### config.mk
export PLATFORM = sky130hd
export DESIGN_NAME = dram_arbiter
export DESIGN_NICKNAME = d
export VERILOG_FILES = /design/src/dram_arb_pkg.sv /design/src/client_req_if.sv /design/src/cmd_arbiter.sv /design/src/dram_arbiter.sv /design/src/read_return_router.sv /design/src/read_tag_fifo.sv
export SDC_FILE = /design/constraint.sdc
export NUM_CORES = 1
export LEC_CHECK = 0
export BUFFER_PORTS_ARGS = -buffer_cell sky130_fd_sc_hd__buf_2
export CAP_MARGIN = 20
export CORE_AREA = 2 2 403 405
export CTS_BUF_LIST = sky130_fd_sc_hd__clkbuf_4
export CTS_CLUSTER_DIAMETER = 200
export DETAILED_ROUTE_END_ITERATION = 16
export DIE_AREA = 0 0 405 407
export GPL_TIMING_DRIVEN = 0
export PLACE_DENSITY_LB_ADDON = 0.2
export SYNTH_ARGS = -nofsm -noshare
export SYNTH_HDL_FRONTEND = slang
export SYNTH_SLANG_ARGS = --single-unit
### constraint.sdc
create_clock -name clk -period 3.3 [get_ports clk]
set_input_delay 0.33 -clock clk [delete_from_list [all_inputs] [get_ports clk]]
set_output_delay 0.33 -clock clk [all_outputs]
set_load 0.02 [all_outputs]
### src/dram_arb_pkg.sv
package dram_arb_pkg;

  // Command address width.
  localparam int ADDR_W = 32;

  // One data beat and its byte enables.
  localparam int DATA_W = 144;
  localparam int BE_W   = 18;

  // One-hot grant state.
  // Bit 0 is the client 0 grant and bit 1 the client 1 grant, so the
  // ack levels come straight off the register.
  typedef enum logic [2:0] {
    arb0     = 3'b001,
    arb1     = 3'b010,
    arb_wait = 3'b100
  } arb_state_t;

  // Owner of an outstanding read.
  typedef logic client_tag_t;

  localparam client_tag_t TAG_C0 = 1'b1;
  localparam client_tag_t TAG_C1 = 1'b0;

endpackage

### src/client_req_if.sv
`timescale 1ns/100ps

// One client's command, write data and grant.
interface client_req_if;

  logic [dram_arb_pkg::ADDR_W-1:0] cmd_addr;
  logic                            cmd_rnw;
  logic                            cmd_valid;
  logic [dram_arb_pkg::DATA_W-1:0] wr_data;
  logic [dram_arb_pkg::BE_W-1:0]   wr_be;
  logic                            ack;

  // Requesting side.
  modport client (
    output cmd_addr,
    output cmd_rnw,
    output cmd_valid,
    output wr_data,
    output wr_be,
    input  ack
  );

  // Arbiter side.
  modport arb (
    input  cmd_addr,
    input  cmd_rnw,
    input  cmd_valid,
    input  wr_data,
    input  wr_be,
    output ack
  );

endinterface

### src/cmd_arbiter.sv
`timescale 1ns/100ps

module cmd_arbiter (
  input  logic                              clk,
  input  logic                              rst,
  input  logic                              master_fifo_ready,
  client_req_if.arb                         c0,
  client_req_if.arb                         c1,
  output logic [dram_arb_pkg::ADDR_W-1:0]   master_cmd_addr,
  output logic                              master_cmd_rnw,
  output logic                              master_cmd_valid,
  output logic [dram_arb_pkg::DATA_W-1:0]   master_wr_data,
  output logic [dram_arb_pkg::BE_W-1:0]     master_wr_be,
  output logic                              tag_push,
  output dram_arb_pkg::client_tag_t         tag_in
);

  dram_arb_pkg::arb_state_t state;

  // Last issuer, one bit per client.
  // Only nonzero while in the wait state.
  logic [1:0] prev_arb;

  logic wr_sel_c1;

  // Grant FSM.
  // Every issue and every stall passes through the wait state.
  always_ff @(posedge clk) begin
    if (rst) begin
      state    <= dram_arb_pkg::arb0;
      prev_arb <= 2'b00;
    end else begin
      case (state)
        dram_arb_pkg::arb0: begin
          if (!master_fifo_ready || c0.cmd_valid) begin
            state    <= dram_arb_pkg::arb_wait;
            prev_arb <= {1'b0, c0.cmd_valid};
          end else if (c1.cmd_valid) begin
            // Idle grant moves to the waiting peer.
            state <= dram_arb_pkg::arb1;
          end
        end
        dram_arb_pkg::arb1: begin
          if (!master_fifo_ready || c1.cmd_valid) begin
            state    <= dram_arb_pkg::arb_wait;
            prev_arb <= {c1.cmd_valid, 1'b0};
          end else if (c0.cmd_valid) begin
            state <= dram_arb_pkg::arb0;
          end
        end
        default: begin
          // Hold here while the controller is not ready.
          if (master_fifo_ready) begin
            prev_arb <= 2'b00;
            if (c1.cmd_valid && (!c0.cmd_valid || prev_arb[0])) begin
              state <= dram_arb_pkg::arb1;
            end else begin
              state <= dram_arb_pkg::arb0;
            end
          end
        end
      endcase
    end
  end

  // Grants come straight from the one-hot bits.
  assign c0.ack = state[0];
  assign c1.ack = state[1];

  // Command path follows the grant.
  assign master_cmd_valid = (c0.ack && c0.cmd_valid) || (c1.ack && c1.cmd_valid);
  assign master_cmd_rnw   = c0.ack ? c0.cmd_rnw  : c1.cmd_rnw;
  assign master_cmd_addr  = c0.ack ? c0.cmd_addr : c1.cmd_addr;

  // Write data stays with the issuer for beat 2.
  assign wr_sel_c1      = c1.ack || prev_arb[1];
  assign master_wr_data = wr_sel_c1 ? c1.wr_data : c0.wr_data;
  assign master_wr_be   = wr_sel_c1 ? c1.wr_be   : c0.wr_be;

  // Record the owner of every read.
  assign tag_push = master_cmd_valid && master_cmd_rnw;
  assign tag_in   = c0.ack ? dram_arb_pkg::TAG_C0 : dram_arb_pkg::TAG_C1;

  a_state_onehot: assert property (
    @(posedge clk) disable iff (rst)
    $onehot(state)
  ) else $error("grant state is not one-hot");

  // Beat 2 owns the bus in the cycle after any issue.
  a_no_back_to_back: assert property (
    @(posedge clk) disable iff (rst)
    master_cmd_valid |=> !master_cmd_valid
  ) else $error("commands issued in consecutive cycles");

endmodule

### src/dram_arbiter.sv
`timescale 1ns/100ps

module dram_arbiter #(
  parameter int TAG_DEPTH = 128
) (
  input  logic                            clk,
  input  logic                            rst,
  output logic [dram_arb_pkg::ADDR_W-1:0] master_cmd_addr,
  output logic                            master_cmd_rnw,
  output logic                            master_cmd_valid,
  output logic [dram_arb_pkg::DATA_W-1:0] master_wr_data,
  output logic [dram_arb_pkg::BE_W-1:0]   master_wr_be,
  input  logic [dram_arb_pkg::DATA_W-1:0] master_rd_data,
  input  logic                            master_rd_valid,
  input  logic                            master_fifo_ready,

  input  logic [dram_arb_pkg::ADDR_W-1:0] slave0_cmd_addr,
  input  logic                            slave0_cmd_rnw,
  input  logic                            slave0_cmd_valid,
  input  logic [dram_arb_pkg::DATA_W-1:0] slave0_wr_data,
  input  logic [dram_arb_pkg::BE_W-1:0]   slave0_wr_be,
  output logic [dram_arb_pkg::DATA_W-1:0] slave0_rd_data,
  output logic                            slave0_rd_valid,
  output logic                            slave0_ack,

  input  logic [dram_arb_pkg::ADDR_W-1:0] slave1_cmd_addr,
  input  logic                            slave1_cmd_rnw,
  input  logic                            slave1_cmd_valid,
  input  logic [dram_arb_pkg::DATA_W-1:0] slave1_wr_data,
  input  logic [dram_arb_pkg::BE_W-1:0]   slave1_wr_be,
  output logic [dram_arb_pkg::DATA_W-1:0] slave1_rd_data,
  output logic                            slave1_rd_valid,
  output logic                            slave1_ack
);

  client_req_if s0 ();
  client_req_if s1 ();

  logic                      tag_push;
  dram_arb_pkg::client_tag_t tag_in;
  dram_arb_pkg::client_tag_t tag_out;
  logic                      tag_empty;
  logic                      tag_pop;

  // Client 0 side of the request bundle.
  assign s0.cmd_addr  = slave0_cmd_addr;
  assign s0.cmd_rnw   = slave0_cmd_rnw;
  assign s0.cmd_valid = slave0_cmd_valid;
  assign s0.wr_data   = slave0_wr_data;
  assign s0.wr_be     = slave0_wr_be;
  assign slave0_ack   = s0.ack;

  // Client 1 side.
  assign s1.cmd_addr  = slave1_cmd_addr;
  assign s1.cmd_rnw   = slave1_cmd_rnw;
  assign s1.cmd_valid = slave1_cmd_valid;
  assign s1.wr_data   = slave1_wr_data;
  assign s1.wr_be     = slave1_wr_be;
  assign slave1_ack   = s1.ack;

  // Read data fans out unchanged.
  assign slave0_rd_data = master_rd_data;
  assign slave1_rd_data = master_rd_data;

  cmd_arbiter u_cmd_arbiter (
    .clk               (clk),
    .rst               (rst),
    .master_fifo_ready (master_fifo_ready),
    .c0                (s0.arb),
    .c1                (s1.arb),
    .master_cmd_addr   (master_cmd_addr),
    .master_cmd_rnw    (master_cmd_rnw),
    .master_cmd_valid  (master_cmd_valid),
    .master_wr_data    (master_wr_data),
    .master_wr_be      (master_wr_be),
    .tag_push          (tag_push),
    .tag_in            (tag_in)
  );

  read_tag_fifo #(
    .TAG_DEPTH (TAG_DEPTH)
  ) u_read_tag_fifo (
    .clk       (clk),
    .rst       (rst),
    .push      (tag_push),
    .tag_in    (tag_in),
    .pop       (tag_pop),
    .tag_out   (tag_out),
    .tag_empty (tag_empty)
  );

  read_return_router u_read_return_router (
    .clk             (clk),
    .rst             (rst),
    .master_rd_valid (master_rd_valid),
    .tag_out         (tag_out),
    .tag_empty       (tag_empty),
    .tag_pop         (tag_pop),
    .slave0_rd_valid (slave0_rd_valid),
    .slave1_rd_valid (slave1_rd_valid)
  );

endmodule

### src/read_return_router.sv
`timescale 1ns/100ps

module read_return_router (
  input  logic                      clk,
  input  logic                      rst,
  input  logic                      master_rd_valid,
  input  dram_arb_pkg::client_tag_t tag_out,
  input  logic                      tag_empty,
  output logic                      tag_pop,
  output logic                      slave0_rd_valid,
  output logic                      slave1_rd_valid
);

  // High when the next beat starts a burst.
  logic first_beat;

  // Owner held for the second beat.
  dram_arb_pkg::client_tag_t burst_tag;
  dram_arb_pkg::client_tag_t cur_tag;

  always_ff @(posedge clk) begin
    if (rst) begin
      first_beat <= 1'b1;
    end else if (master_rd_valid) begin
      first_beat <= !first_beat;
    end
  end

  // The head moves on after the pop, so keep it.
  always_ff @(posedge clk) begin
    if (tag_pop) begin
      burst_tag <= tag_out;
    end
  end

  // One pop per two-beat burst.
  assign tag_pop = master_rd_valid && first_beat;

  assign cur_tag = first_beat ? tag_out : burst_tag;

  // Steer both beats to the tag owner.
  assign slave0_rd_valid = master_rd_valid && (cur_tag == dram_arb_pkg::TAG_C0);
  assign slave1_rd_valid = master_rd_valid && (cur_tag == dram_arb_pkg::TAG_C1);

  // Every returned burst needs a read issued before it.
  a_return_has_tag: assert property (
    @(posedge clk) disable iff (rst)
    (master_rd_valid && first_beat) |-> !tag_empty
  ) else $error("read return with no outstanding read");

endmodule

### src/read_tag_fifo.sv
`timescale 1ns/100ps

module read_tag_fifo #(
  parameter int TAG_DEPTH = 128
) (
  input  logic                      clk,
  input  logic                      rst,
  input  logic                      push,
  input  dram_arb_pkg::client_tag_t tag_in,
  input  logic                      pop,
  output dram_arb_pkg::client_tag_t tag_out,
  output logic                      tag_empty
);

  localparam int PTR_W = $clog2(TAG_DEPTH);

  dram_arb_pkg::client_tag_t mem [TAG_DEPTH];

  logic [PTR_W-1:0] wr_ptr;
  logic [PTR_W-1:0] rd_ptr;
  logic [PTR_W:0]   count;
  logic             full;

  // Storage.
  always_ff @(posedge clk) begin
    if (push) begin
      mem[wr_ptr] <= tag_in;
    end
  end

  // Pointers wrap on the power-of-two depth.
  always_ff @(posedge clk) begin
    if (rst) begin
      wr_ptr <= '0;
      rd_ptr <= '0;
      count  <= '0;
    end else begin
      if (push) begin
        wr_ptr <= wr_ptr + 1'b1;
      end
      if (pop) begin
        rd_ptr <= rd_ptr + 1'b1;
      end
      case ({push, pop})
        2'b10:   count <= count + 1'b1;
        2'b01:   count <= count - 1'b1;
        default: count <= count;
      endcase
    end
  end

  // Head is visible without a pop.
  assign tag_out   = mem[rd_ptr];
  assign tag_empty = (count == '0);
  assign full      = (count == TAG_DEPTH[PTR_W:0]);

  a_no_overflow: assert property (
    @(posedge clk) disable iff (rst)
    push |-> !full
  ) else $error("tag push while queue is full");

  a_no_underflow: assert property (
    @(posedge clk) disable iff (rst)
    pop |-> !tag_empty
  ) else $error("tag pop while queue is empty");

endmodule

==> out/results.ini <==
[clock_tree]
clkLatencyLatePin_ns=0.57
ctsLongestPathBuffers=2
clkSinkCount=156
cts_buffers=17
cts-root-buf=clkbuf_4
cts_tree=built
path_clk_slew_ns=0.15
htreeDepth=4

[setup_path]
required_ns=2.97
worst-path-max-fanout=6
path_class=flip-flop to output pin
endpoint_kind=output pin
cp-start-kind=flip-flop
cp_data_arrival_time_ns=2.93

[detailed_routing]
met1_length_um=72300
wl_met3_um=19400
wl_per_cell_um=35.5
routed.top_layer=met5
vias=12500
drcViolationCount=0
met2WireLength_um=55100
drtPass1Iterations=5
drt_iter0_drc=947
wl_um=149000
vias_per_cell=2.99
ant_nets=0

[grt]
grt_max_degree=73
first_global_vias=11500
overflow=0
antenna_found_initial=215
grt_first_pass_wirelength_um=170000
track_usage=0.171

[timing]
hold_violations=0
min_period_over_period=0.988
slew_violations=0
fin_worst_skew_ns=0.0260
rsz0062_at_grt=true
slew_headroom=0.525
fin_crit_ns=3.26
tightest_slew_ns=0.713
fmax_ghz=0.307
fin_ws_ns=0.0380
setup_viol=0

[die]
dieArea_um2=165000
num_io_pins=1028
initial_utilization=0.0705
num_rows=147
die_w_um=405
design.core.area_um2=160000
die_h_um=407

[yosys]
synth_async_sr_flop_share=0
synth_most_common_cell=buf_4
yosys_most_used_dff=edfxtp_1
synth_area_um2=11300
synth_nets=1572
yosysUniqueCellTypes=47
synthDominantCellAreaShare=0.343
syn_inst=1030
yosys_register_bits=156
yosysSeqAreaShare=0.391
synth.largest_area_cell=edfxtp_1
synthTopCellsByCount=290 x buf_4, 203 x mux2_2, 159 x nor2_1, 129 x edfxtp_1
synth_edf_count=129
synthTopCellsByArea=edfxtp_1 34%, mux2_2 20%, buf_4 19%
synth_area_per_cell_um2=11.0
ys_warn_count=0

[placement]
gp_congestion=1.12
place_hpwl_um=138000
place_ws_ns=-0.212
port_buffers=882

[finish]
syn2layout_area_growth_pct=69.6
layout.nets=2484
drive_above_1_share=0.759

[pwr]
power_density_nw_per_um2=402
power_mw=7.70
p_leak_nw=8.06
max-vdd-ir-drop_v=0.000251

[min_path]
min_path_type=input port to flip-flop

[outcome]
status=complete, no violations

[job]
cap_violations=0

-- cell families (layout without fill, tap and decap cells) --
family	after synthesis	count (layout)	synth area share
adder cells (fa/ha/maj)	2	2	0.00222
AO/OA/AOI/OAI	37	37	0.0224
flip-flops	156	156	0.391
AND/OR/NAND/NOR	242	242	0.0940
XOR/XNOR	11	11	0.00853
buffers and inverters	337	1262	0.213
multiplexers	245	245	0.269
other	0	65	0
-- registers in the layout (all words and copies together), names as in the netlist, named ones only --
register and cells:
u_read_return_router.first_beat 1, u_read_tag_fifo.mem 128, u_read_tag_fifo.wr_ptr 7, u_cmd_arbiter.state 3, u_cmd_arbiter.prev_arb 2, u_read_return_router.burst_tag 1
u_read_tag_fifo.rd_ptr 7
-- what timing repair did --
item                                   CTS  global route
setup endpoints to repair              114            48
gates cloned                             1             0
pin swaps                                6             3
hold buffers                             2             0
setup buffers                            6             1
endpoints found under the hold margin    2             0
resized for setup                       45            14
-- routing by layer --
metal,vias to the layer above,track usage
met1,6078,0.247
met4,50,0.00759
li1,5227,-
met2,974,0.218
met3,185,0.107
met5,-,0
-- per-stage QoR --
| step | TNS (ns) | hold WS, ns | cells | util | cell area (um^2) |
|---|---|---|---|---|---|
| floorplan | 0 | 0.424 | 1030 | - | 11300 |
| global placement | -181.23 | 0.494 | 4072 | 0.115 | 18400 |
| detailed placement | -0.294 | 0.512 | 4074 | 0.115 | 18500 |
| CTS | -0.0506 | 0.0617 | 4115 | 0.118 | 19000 |
| global route | -0.172 | 0.0835 | 4123 | 0.119 | 19000 |
| finish | 0 | 0.146 | 4180 | 0.120 | 19200 |
-- cell usage in the layout (no fill, tap or decap), types with 3 or more instances in the layout --
master	Yosys	routed
buf_2	24	900
buf_4	290	292
mux2_2	203	203
nor2_1	159	157
edfxtp_1	129	129
diode_2	0	65
nand2_1	27	26
dfxtp_1	27	24
mux4_2	16	21
nor2b_1	19	19
clkbuf_4	0	19
mux2i_1	18	13
clkbuf_1	15	12
nand3_1	11	11
o21ai_0	10	9
xor2_1	7	7
nand4_1	7	7
buf_12	1	6
nand2b_1	6	6
o22ai_1	5	5
clkbuf_2	0	5
a22o_1	6	5
xnor2_1	4	4
buf_8	0	4
buf_6	1	4
mux2i_4	0	4
inv_1	3	3
a31oi_1	3	3
mux4_1	8	3
a32oi_1	3	3
inv_4	0	3
inv_6	0	3
-- cell type report --
cell class	count	area, um^2
fill	18700	141000
timing repair buffer	893	4580
multi-input combinational	537	4540
sequential	156	4420
tap	2160	2700
buffer	334	2460
antenna	65	163
clock inverter	14	140
clock buffer	18	135
inverter	3	11.3
-- power by group --
| part | internal (mW) | leakage [nW] | switching (mW) | total (mW) |
|---|---|---|---|---|
| registers | 2.27 | 1.36 | 0.0550 | 2.33 |
| clock network | 0.463 | 0.163 | 0.771 | 1.23 |
| logic | 1.51 | 6.53 | 2.63 | 4.14 |
-- critical path, cell delays in order (launching register included) --
cell and delay [ns]:
dfxtp_2 0.37, buf_12 0.14, buf_12 0.13, mux4_2 0.50
mux2i_2 0.27, a32oi_1 0.12, nand4_1 0.16, nand4_4 0.17
a211oi_2 0.24, buf_6 0.22
-- final timing paths --
path                                                                      to  slack (ns)                                         start  cells after the start
worst max register to register            u_read_tag_fifo.mem[111]$_DFFE_PP_        0.39           u_cmd_arbiter.state[0]$_SDFFE_PP1P_                      5
worst max-delay path                                         slave1_rd_valid        0.04                                     flip-flop                      9
worst min register to register  u_read_return_router.first_beat$_SDFFE_PP1P_        0.55  u_read_return_router.first_beat$_SDFFE_PP1P_                      2
worst min-delay path                     u_cmd_arbiter.state[2]$_SDFFE_PP0P_        0.15                             master_fifo_ready                      4
(Power assumes the default switching activity.)
